### config.mk
export PLATFORM = sky130hd
export DESIGN_NAME = wb_top
export DESIGN_NICKNAME = d
export VERILOG_FILES = /design/src/wb_pkg.sv /design/src/wb_commit_if.sv /design/src/wb_latch.sv /design/src/wb_stage.sv /design/src/gpr_file.sv /design/src/seg_file.sv /design/src/wbaq.sv /design/src/wb_top.sv
export SDC_FILE = /design/constraint.sdc
export NUM_CORES = 2
export LEC_CHECK = 0
export ABC_AREA = 0
export BUFFER_PORTS_ARGS = -buffer_cell sky130_fd_sc_hd__buf_2
export CELL_PAD_IN_SITES_DETAIL_PLACEMENT = 0
export CELL_PAD_IN_SITES_GLOBAL_PLACEMENT = 2
export CORE_ASPECT_RATIO = 1.25
export CORE_UTILIZATION = 43
export DETAILED_ROUTE_END_ITERATION = 8
export PLACE_DENSITY_LB_ADDON = 0.1
export SLEW_MARGIN = 30
export SYNTH_ARGS = -nofsm -noshare
export SYNTH_HDL_FRONTEND = slang
export SYNTH_SLANG_ARGS = --single-unit
### constraint.sdc
create_clock -name clk -period 22.4 [get_ports clk]
set_input_delay 4.48 -clock clk [delete_from_list [all_inputs] [get_ports clk]]
set_output_delay 4.48 -clock clk [all_outputs]
set_load 0.01 [all_outputs]
### src/wb_pkg.sv
package wb_pkg;

    // datapath widths
    localparam int LANES       = 4;
    localparam int DATA_W      = 64;
    localparam int ADDR_W      = 32;
    localparam int REG_IDX_W   = 3;
    localparam int NUM_REGS    = 1 << REG_IDX_W;
    localparam int SEG_W       = 16;
    localparam int EFLAGS_W    = 18;
    localparam int IE_TYPE_W   = 4;
    localparam int FETCH_ALIGN = 4;                    // 16-byte fetch lines

    localparam int WBAQ_DEPTH  = 4;
    localparam int WBAQ_PTR_W  = $clog2(WBAQ_DEPTH);

    // memory access sizes
    localparam logic [1:0] MSZ_BYTE  = 2'b00;
    localparam logic [1:0] MSZ_WORD  = 2'b01;
    localparam logic [1:0] MSZ_DWORD = 2'b10;
    localparam logic [1:0] MSZ_QWORD = 2'b11;

    typedef enum logic [1:0] {
        OP_NORMAL   = 2'd0,
        OP_HALT     = 2'd1,
        OP_FAR_XFER = 2'd2                             // far jmp/call/ret, loads eip and cs
    } wb_op_e;

    // one retiring micro-op as held in the input latch
    typedef struct packed {
        wb_op_e                       op;
        logic [LANES-1:0][DATA_W-1:0] lane_data;
        logic [LANES-1:0][ADDR_W-1:0] lane_dest;       // reg index in low bits, or mem address
        logic [LANES-1:0]             lane_is_reg;
        logic [LANES-1:0]             lane_is_seg;
        logic [LANES-1:0]             lane_is_mem;
        logic [LANES-1:0]             lane_wb;
        logic [1:0]                   inp_size;
        logic [3:0]                   mem_size_ovr;    // one-hot size override
        logic [ADDR_W-1:0]            eip;
        logic                         ie;
        logic [IE_TYPE_W-1:0]         ie_type;
        logic                         interrupt;
        logic                         br_valid;
        logic                         br_taken;
        logic                         br_correct;
        logic [ADDR_W-1:0]            br_fip;
        logic [ADDR_W-1:0]            br_fip_p1;
        logic [SEG_W-1:0]             cs;
        logic [EFLAGS_W-1:0]          eflags;
    } wb_uop_t;

endpackage

### src/wb_commit_if.sv
interface wb_commit_if import wb_pkg::*; (
    input logic clk
);

    logic [LANES-1:0]                reg_ld;
    logic [LANES-1:0]                seg_ld;
    logic [LANES-1:0][REG_IDX_W-1:0] dest_idx;
    logic [LANES-1:0][DATA_W-1:0]    lane_data;

    // single store picked for the wbaq
    logic                            mem_ld;
    logic [ADDR_W-1:0]               mem_addr;
    logic [DATA_W-1:0]               mem_data;
    logic [1:0]                      mem_size;

    modport producer (
        input  clk,
        output reg_ld, seg_ld, dest_idx, lane_data,
        output mem_ld, mem_addr, mem_data, mem_size
    );

    modport gpr_cons (input reg_ld, dest_idx, lane_data);

    modport seg_cons (input seg_ld, dest_idx, lane_data);  // only low SEG_W bits are used

    modport mem_cons (input mem_ld, mem_addr, mem_data, mem_size);

endinterface

### src/wb_latch.sv
module wb_latch import wb_pkg::*; (
    input  logic    clk,
    input  logic    arst_n,
    input  logic    in_valid,
    input  logic    stall,
    input  wb_uop_t uop_d,
    output wb_uop_t uop_q,
    output logic    valid_q
);

    logic load;

    assign load = in_valid && !stall;

    // valid follows the input unless the stage is stalled
    always_ff @(posedge clk or negedge arst_n) begin
        if (!arst_n) begin
            valid_q <= 1'b0;
        end else if (!stall) begin
            valid_q <= in_valid;                       // drops after an empty cycle
        end
    end

    always_ff @(posedge clk) begin
        if (load) begin
            uop_q <= uop_d;
        end
    end

endmodule

### src/wb_stage.sv
module wb_stage import wb_pkg::*; (
    input  wb_uop_t              uop,
    input  logic                 valid_q,
    input  logic                 wbaq_full,
    wb_commit_if.producer        commit,
    output logic                 stall,
    output logic [ADDR_W-1:0]    new_eip,
    output logic [ADDR_W-1:0]    new_fip_e,
    output logic [ADDR_W-1:0]    new_fip_o,
    output logic [SEG_W-1:0]     cs_out,
    output logic [EFLAGS_W-1:0]  eflags_out,
    output logic                 resteer,
    output logic                 ie_val,
    output logic [IE_TYPE_W-1:0] ie_type_out,
    output logic                 halt
);

    logic [LANES-1:0]             lane_mem;
    logic [LANES-1:0]             mem_sel;
    logic [LANES-1:0][DATA_W-1:0] res;
    logic                         commit_ok;
    logic                         far_xfer;
    logic [ADDR_W-1:0]            fip_al;
    logic [ADDR_W-1:0]            fip_p1_al;
    logic [ADDR_W-1:0]            taken_eip;

    assign far_xfer = (uop.op == OP_FAR_XFER);
    assign lane_mem = uop.lane_is_mem & uop.lane_wb;

    // a pending store into a full queue blocks the whole micro-op
    assign stall     = valid_q && wbaq_full && (|lane_mem);
    assign commit_ok = valid_q && !stall;

    assign commit.reg_ld = {LANES{commit_ok}} & uop.lane_is_reg & uop.lane_wb;
    assign commit.seg_ld = {LANES{commit_ok}} & uop.lane_is_seg & uop.lane_wb;
    assign commit.mem_ld = commit_ok && (|lane_mem);

    assign mem_sel = lane_mem & (~lane_mem + 1'b1);    // lowest set bit

    // far transfer carries the selector in bits 47:32 of lane 0
    always_comb begin
        res = uop.lane_data;
        if (far_xfer) begin
            res[0] = {{(DATA_W-SEG_W){1'b0}}, uop.lane_data[0][ADDR_W+SEG_W-1:ADDR_W]};
        end
        for (int i = 0; i < LANES; i++) begin
            commit.dest_idx[i] = uop.lane_dest[i][REG_IDX_W-1:0];
        end
    end

    assign commit.lane_data = res;

    always_comb begin
        commit.mem_addr = '0;
        commit.mem_data = '0;
        for (int i = 0; i < LANES; i++) begin
            if (mem_sel[i]) begin
                commit.mem_addr = uop.lane_dest[i];
                commit.mem_data = res[i];
            end
        end
    end

    // override wins, then far transfer, then the op size
    always_comb begin
        if (uop.mem_size_ovr[0]) begin
            commit.mem_size = MSZ_BYTE;
        end else if (uop.mem_size_ovr[1]) begin
            commit.mem_size = MSZ_WORD;
        end else if (uop.mem_size_ovr[2]) begin
            commit.mem_size = MSZ_DWORD;
        end else if (uop.mem_size_ovr[3] || far_xfer) begin
            commit.mem_size = MSZ_QWORD;
        end else begin
            commit.mem_size = uop.inp_size;
        end
    end

    // even/odd fetch lines after a branch
    assign fip_al    = {uop.br_fip[ADDR_W-1:FETCH_ALIGN], {FETCH_ALIGN{1'b0}}};
    assign fip_p1_al = {uop.br_fip_p1[ADDR_W-1:FETCH_ALIGN], {FETCH_ALIGN{1'b0}}};
    assign new_fip_e = uop.br_fip[FETCH_ALIGN] ? fip_p1_al : fip_al;
    assign new_fip_o = uop.br_fip[FETCH_ALIGN] ? fip_al : fip_p1_al;

    assign taken_eip = far_xfer ? uop.lane_data[0][ADDR_W-1:0] : uop.br_fip;
    assign new_eip   = uop.br_taken ? taken_eip : uop.eip;

    assign cs_out     = uop.cs;
    assign eflags_out = uop.eflags;

    assign resteer = valid_q && uop.br_valid && !uop.br_correct;  // mispredict

    assign ie_val      = valid_q && (uop.ie || uop.interrupt);
    assign ie_type_out = {uop.interrupt, uop.ie_type[IE_TYPE_W-2:0]};

    assign halt = valid_q && (uop.op == OP_HALT);

    // upstream never sends more than one store per micro-op
    a_one_store : assert property (
        @(posedge commit.clk)
        valid_q |-> $onehot0(lane_mem)
    );

endmodule

### src/gpr_file.sv
module gpr_file import wb_pkg::*; (
    input  logic                 clk,
    input  logic                 arst_n,
    wb_commit_if.gpr_cons        commit,
    input  logic [REG_IDX_W-1:0] rd_addr,
    output logic [DATA_W-1:0]    rd_data
);

    logic [DATA_W-1:0] regs [NUM_REGS];

    // lanes applied in order so the highest lane wins a collision
    always_ff @(posedge clk or negedge arst_n) begin
        if (!arst_n) begin
            for (int r = 0; r < NUM_REGS; r++) begin
                regs[r] <= '0;
            end
        end else begin
            for (int l = 0; l < LANES; l++) begin
                if (commit.reg_ld[l]) begin
                    regs[commit.dest_idx[l]] <= commit.lane_data[l];
                end
            end
        end
    end

    assign rd_data = regs[rd_addr];                    // async read

    // loaded lanes must carry a known index from the stage
    for (genvar g = 0; g < LANES; g++) begin : g_idx_chk
        a_known_idx : assert property (
            @(posedge clk) disable iff (!arst_n)
            commit.reg_ld[g] |-> !$isunknown(commit.dest_idx[g])
        );
    end

endmodule

### src/seg_file.sv
module seg_file import wb_pkg::*; (
    input  logic                 clk,
    input  logic                 arst_n,
    wb_commit_if.seg_cons        commit,
    input  logic [REG_IDX_W-1:0] rd_addr,
    output logic [SEG_W-1:0]     rd_data
);

    logic [SEG_W-1:0] sregs [NUM_REGS];

    always_ff @(posedge clk or negedge arst_n) begin
        if (!arst_n) begin
            for (int r = 0; r < NUM_REGS; r++) begin
                sregs[r] <= '0;
            end
        end else begin
            // higher lane overwrites lower on same index
            for (int l = 0; l < LANES; l++) begin
                if (commit.seg_ld[l]) begin
                    sregs[commit.dest_idx[l]] <= commit.lane_data[l][SEG_W-1:0];
                end
            end
        end
    end

    assign rd_data = sregs[rd_addr];

endmodule

### src/wbaq.sv
module wbaq import wb_pkg::*; (
    input  logic              clk,
    input  logic              arst_n,
    wb_commit_if.mem_cons     commit,
    output logic              full,
    output logic              mem_valid,
    input  logic              mem_ready,
    output logic [ADDR_W-1:0] mem_addr,
    output logic [DATA_W-1:0] mem_data,
    output logic [1:0]        mem_size
);

    logic [ADDR_W-1:0]     addr_q [WBAQ_DEPTH];
    logic [DATA_W-1:0]     data_q [WBAQ_DEPTH];
    logic [1:0]            size_q [WBAQ_DEPTH];
    logic [WBAQ_PTR_W-1:0] wr_ptr;
    logic [WBAQ_PTR_W-1:0] rd_ptr;
    logic [WBAQ_PTR_W:0]   count;
    logic                  push;
    logic                  pop;

    assign push = commit.mem_ld;
    assign pop  = mem_valid && mem_ready;

    assign full      = (count == (WBAQ_PTR_W+1)'(WBAQ_DEPTH));
    assign mem_valid = (count != '0);

    // head entry shown directly, fall-through
    assign mem_addr = addr_q[rd_ptr];
    assign mem_data = data_q[rd_ptr];
    assign mem_size = size_q[rd_ptr];

    always_ff @(posedge clk or negedge arst_n) begin
        if (!arst_n) begin
            wr_ptr <= '0;
            rd_ptr <= '0;
            count  <= '0;
        end else begin
            if (push) wr_ptr <= wr_ptr + 1'b1;         // depth is a power of two
            if (pop)  rd_ptr <= rd_ptr + 1'b1;
            count <= count + push - pop;
        end
    end

    always_ff @(posedge clk) begin
        if (push) begin
            addr_q[wr_ptr] <= commit.mem_addr;
            data_q[wr_ptr] <= commit.mem_data;
            size_q[wr_ptr] <= commit.mem_size;
        end
    end

    // stage must stall instead of pushing into a full queue
    a_no_push_full : assert property (
        @(posedge clk) disable iff (!arst_n)
        push |-> !full
    );

    // a drain only takes a slot that holds a store
    a_no_drain_empty : assert property (
        @(posedge clk) disable iff (!arst_n)
        pop |-> (rd_ptr != wr_ptr) || full
    );

endmodule

### src/wb_top.sv
module wb_top import wb_pkg::*; (
    input  logic                         clk,
    input  logic                         arst_n,
    // retiring micro-op
    input  logic                         in_valid,
    output logic                         in_ready,
    input  wb_op_e                       op,
    input  logic [LANES-1:0][DATA_W-1:0] lane_data,
    input  logic [LANES-1:0][ADDR_W-1:0] lane_dest,
    input  logic [LANES-1:0]             lane_is_reg,
    input  logic [LANES-1:0]             lane_is_seg,
    input  logic [LANES-1:0]             lane_is_mem,
    input  logic [LANES-1:0]             lane_wb,
    input  logic [1:0]                   inp_size,
    input  logic [3:0]                   mem_size_ovr,
    input  logic [ADDR_W-1:0]            eip,
    input  logic                         ie,
    input  logic [IE_TYPE_W-1:0]         ie_type,
    input  logic                         interrupt,
    input  logic                         br_valid,
    input  logic                         br_taken,
    input  logic                         br_correct,
    input  logic [ADDR_W-1:0]            br_fip,
    input  logic [ADDR_W-1:0]            br_fip_p1,
    input  logic [SEG_W-1:0]             cs,
    input  logic [EFLAGS_W-1:0]          eflags,
    // register read ports
    input  logic [REG_IDX_W-1:0]         gpr_rd_addr,
    output logic [DATA_W-1:0]            gpr_rd_data,
    input  logic [REG_IDX_W-1:0]         seg_rd_addr,
    output logic [SEG_W-1:0]             seg_rd_data,
    // store drain
    output logic                         mem_valid,
    input  logic                         mem_ready,
    output logic [ADDR_W-1:0]            mem_addr,
    output logic [DATA_W-1:0]            mem_data,
    output logic [1:0]                   mem_size,
    // stage results
    output logic [ADDR_W-1:0]            new_eip,
    output logic [ADDR_W-1:0]            new_fip_e,
    output logic [ADDR_W-1:0]            new_fip_o,
    output logic [SEG_W-1:0]             cs_out,
    output logic [EFLAGS_W-1:0]          eflags_out,
    output logic                         resteer,
    output logic                         ie_val,
    output logic [IE_TYPE_W-1:0]         ie_type_out,
    output logic                         halt
);

    wb_uop_t uop_d;
    wb_uop_t uop_q;
    logic    valid_q;
    logic    stall;
    logic    wbaq_full;

    assign uop_d = '{op: op, lane_data: lane_data, lane_dest: lane_dest,
                     lane_is_reg: lane_is_reg, lane_is_seg: lane_is_seg,
                     lane_is_mem: lane_is_mem, lane_wb: lane_wb, inp_size: inp_size,
                     mem_size_ovr: mem_size_ovr, eip: eip, ie: ie, ie_type: ie_type,
                     interrupt: interrupt, br_valid: br_valid, br_taken: br_taken,
                     br_correct: br_correct, br_fip: br_fip, br_fip_p1: br_fip_p1,
                     cs: cs, eflags: eflags};

    assign in_ready = !stall;

    wb_commit_if i_commit (.clk(clk));

    wb_latch i_latch (
        .clk(clk), .arst_n(arst_n), .in_valid(in_valid), .stall(stall),
        .uop_d(uop_d), .uop_q(uop_q), .valid_q(valid_q)
    );

    wb_stage i_stage (
        .uop(uop_q), .valid_q(valid_q), .wbaq_full(wbaq_full), .commit(i_commit.producer),
        .stall(stall), .new_eip(new_eip), .new_fip_e(new_fip_e), .new_fip_o(new_fip_o),
        .cs_out(cs_out), .eflags_out(eflags_out), .resteer(resteer), .ie_val(ie_val),
        .ie_type_out(ie_type_out), .halt(halt)
    );

    gpr_file i_gpr (
        .clk(clk), .arst_n(arst_n), .commit(i_commit.gpr_cons),
        .rd_addr(gpr_rd_addr), .rd_data(gpr_rd_data)
    );

    seg_file i_seg (
        .clk(clk), .arst_n(arst_n), .commit(i_commit.seg_cons),
        .rd_addr(seg_rd_addr), .rd_data(seg_rd_data)
    );

    wbaq i_wbaq (
        .clk(clk), .arst_n(arst_n), .commit(i_commit.mem_cons), .full(wbaq_full),
        .mem_valid(mem_valid), .mem_ready(mem_ready), .mem_addr(mem_addr),
        .mem_data(mem_data), .mem_size(mem_size)
    );

endmodule

==> flow_metrics.env <==
export IMPL_outcome="finished with violations"
export IMPL_violations="DRC"
export IMPL_worst_setup_path_end_kind="output port"
export IMPL_grtUsageTotal=0.412
export IMPL_initial_utilization=0.434
export IMPL_final_util=0.496
export IMPL_post_cts_setup_buffer_count=0
export IMPL_die_h_um=487
export IMPL_finalHoldViolations=0
export IMPL_tightest_slew_ps=1150
export IMPL_cp_arrival_ps=7630
export IMPL_synth_edff_count=934
export IMPL_htree_levels=4
export IMPL_multi_input_area_um2=32600
export IMPL_cts_resized=0
export IMPL_cts_buffers=173
export IMPL_p_total_mw=10.7
export IMPL_clock_fmax_mhz=82.6
export IMPL_cpPeakStageDelay_ps=850
export IMPL_fin_crit_sh=0.540
export IMPL_clk_pin_slew_ps=60
export IMPL_powerDensity_nw_per_um2=116
export IMPL_grt_ovfl_total=0
export IMPL_crit_path_top_delay_cell="buf_4"
export IMPL_cts_hold_buf=0
export IMPL_crit_fanout=50
export IMPL_syn_avg_cell_area_um2=11.9
export IMPL_synth_seq_area_share=0.548
export IMPL_vias_per_cell=7.24
export IMPL_fin_hold_ws_ps=503
export IMPL_synthTopCellsByArea="edfxtp_1 35%, dfrtp_1 20%, mux4_2 7.2%"
export IMPL_wl_um=400000
export IMPL_final_cell_area_um2=92300
export IMPL_slew_viol_final=0
export IMPL_relSlewSlack=0.231
export IMPL_place_gp_congestion=0.922
export IMPL_cts_path_max_buffers=3
export IMPL_antenna_found_initial=40
export IMPL_synth_cell_area_um2=80800
export IMPL_netlist_instances=6802
export IMPL_die_w_um=390
export IMPL_p_leak_nw=33.0
export IMPL_ys_seq_elements=1582
export IMPL_critical_path_class="input pin to output port"
export IMPL_route_detailed_drc=7
export IMPL_dpl_instance_area_um2=86100
export IMPL_drive_gt1_frac=0.274
export IMPL_yosys_area_top_type="edfxtp_1"
export IMPL_areaGrowthSynthToFinish_pct=14.2
export IMPL_fin_nets=7660
export IMPL_final_antenna_net_count=0
export IMPL_skew_ps=57.0
export IMPL_cts_tree="done"
export IMPL_setup_viol_count_final=0
export IMPL_tns_ps=0
export IMPL_worstHoldPathType="flip-flop to flip-flop"
export IMPL_dp_hpwl_um=245000
export IMPL_grt_pass1_vias=69500
export IMPL_drt_pass1_iterations=9
export IMPL_synth_top_cell_area_share=0.347
export IMPL_synth_most_common_cell="edfxtp_1"
export IMPL_dpl_cell_count=9415
export IMPL_ys_flop_type="edfxtp_1"
export IMPL_die_area_um2=190000
export IMPL_path_cells="buf_6 > buf_4 > buf_4 > mux4_2 > mux2_2 > buf_2"
export IMPL_grt_max_degree=121
export IMPL_coreArea_um2=186000
export IMPL_pre_cts_ws_ps=10420
export IMPL_min_period_ps=12110
export IMPL_io_buffers=860
export IMPL_drtIter0Drc=10300
export IMPL_maxCapViolations=0
export IMPL_clkSinkCount=1582
export IMPL_num_rows=177
export IMPL_ctsRootBufferMaster="clkbuf_16"
export IMPL_fin_cells=9776
export IMPL_crit_top_cell="buf_4"
export IMPL_ys_warn_count=0
export IMPL_required_ps=17920
export IMPL_wl_per_cell_um=40.9
export IMPL_seqCellArea_um2=44300
export IMPL_start_kind="input pin"
export IMPL_setup_ws_ps=10290
export IMPL_synth_cell_type_count=83
export IMPL_rsz0062_at_grt="no"
export IMPL_grt_pass1_wl_um=552000
export IMPL_ys_async_sr_fraction=0.410
export IMPL_fillers=16600
export IMPL_clk_latency_ps=890
export IMPL_peakVddDrop_mv=0.0936
export IMPL_pin_count=874
export IMPL_vias=70800
export IMPL_synth_top_cells_by_count="934 x edfxtp_1, 648 x dfrtp_1, 625 x nand2_1"
==> critical path, delay by kind of cell <==
kind	cells	cell delay (ps)
multiplexers	2	750
buffers and inverters	4	2230
==> path summary, 6_finish.rpt <==
kind                                    startpoint                to  slack (ps)  cells after the start
min in group asynchronous                   arst_n   i_gpr.regs[167]        3640                      1
worst max register to register  i_latch.uop_q[145]    i_gpr.regs[73]       16970                      9
worst min register to register     i_wbaq.count[2]   i_wbaq.count[2]         500                      1
worst min-delay path               i_wbaq.count[2]   i_wbaq.count[2]         500                      1
max in group asynchronous                   arst_n  i_seg.sregs[105]       15720                      4
worst max-delay path                gpr_rd_addr[1]   gpr_rd_data[30]       10290                      6
==> where the power goes <==
group	internal (mW)	switching [mW]
clock	1.69	1.31
combinational	1.41	1.68
sequential	3.98	0.618
total	7.08	3.61
==> state kept, by name, indices dropped and copies added (netlist names) <==
| name | count |
|---|---|
| i_wbaq.rd_ptr | 2 |
| i_wbaq.size_q | 8 |
| i_seg.sregs | 128 |
| i_wbaq.addr_q | 128 |
| i_wbaq.wr_ptr | 2 |
| i_latch.uop_q | 542 |
| i_wbaq.data_q | 256 |
| i_wbaq.count | 3 |
| i_latch.valid_q | 1 |
| i_gpr.regs | 512 |
==> cell type report <==
type | count | area share
clock inverter | 109 | 0.0139
timing repair buffer | 1069 | 0.0679
clock buffer | 212 | 0.0494
tap | 2506 | 0.0340
antenna | 28 | 0.000759
multi-input combinational | 4248 | 0.353
inverter | 22 | 0.000976
sequential | 1582 | 0.480
==> per-layer routing <==
metal | track usage | up-vias | wire, um
met5 | 0.00205 | - | 165
met4 | 0.277 | 26 | 31400
met3 | 0.140 | 1476 | 49800
met2 | 0.611 | 5610 | 177000
met1 | 0.507 | 36000 | 142000
li1 | - | 27700 | -
==> placed cells by master, fill, tap and decap left out, types with 36 or more instances in the layout <==
| master | synthesis | final |
|---|---|---|
| o22ai_1 | 111 | 111 |
| clkinv_1 | 0 | 36 |
| nor3_1 | 61 | 56 |
| mux2i_1 | 80 | 79 |
| o211ai_1 | 180 | 180 |
| nand3_1 | 216 | 213 |
| clkbuf_16 | 0 | 175 |
| a221oi_1 | 266 | 266 |
| edfxtp_1 | 934 | 934 |
| nor2_1 | 189 | 173 |
| a222oi_1 | 76 | 76 |
| a221oi_2 | 118 | 117 |
| nand4_1 | 56 | 56 |
| o21ai_1 | 298 | 296 |
| a22oi_1 | 241 | 241 |
| dfrtp_1 | 648 | 646 |
| mux4_2 | 258 | 258 |
| o221ai_1 | 180 | 180 |
| a21oi_1 | 110 | 104 |
| buf_2 | 247 | 856 |
| nand2_1 | 625 | 615 |
| and3_1 | 69 | 58 |
| or4_1 | 77 | 77 |
| o21ai_0 | 395 | 395 |
| a31oi_1 | 251 | 246 |
| mux2_2 | 135 | 135 |
| buf_4 | 74 | 167 |
==> cells by family after synthesis <==
logic type / synth area share
compound gates: 0.208
flops: 0.548
simple gates: 0.0870
buf+inv: 0.0549
mux: 0.101
fa+ha+maj: 0.00118
xor+xnor: 0.000542
other cells: 0.0000464
Power figures use the tool's default switching activity.
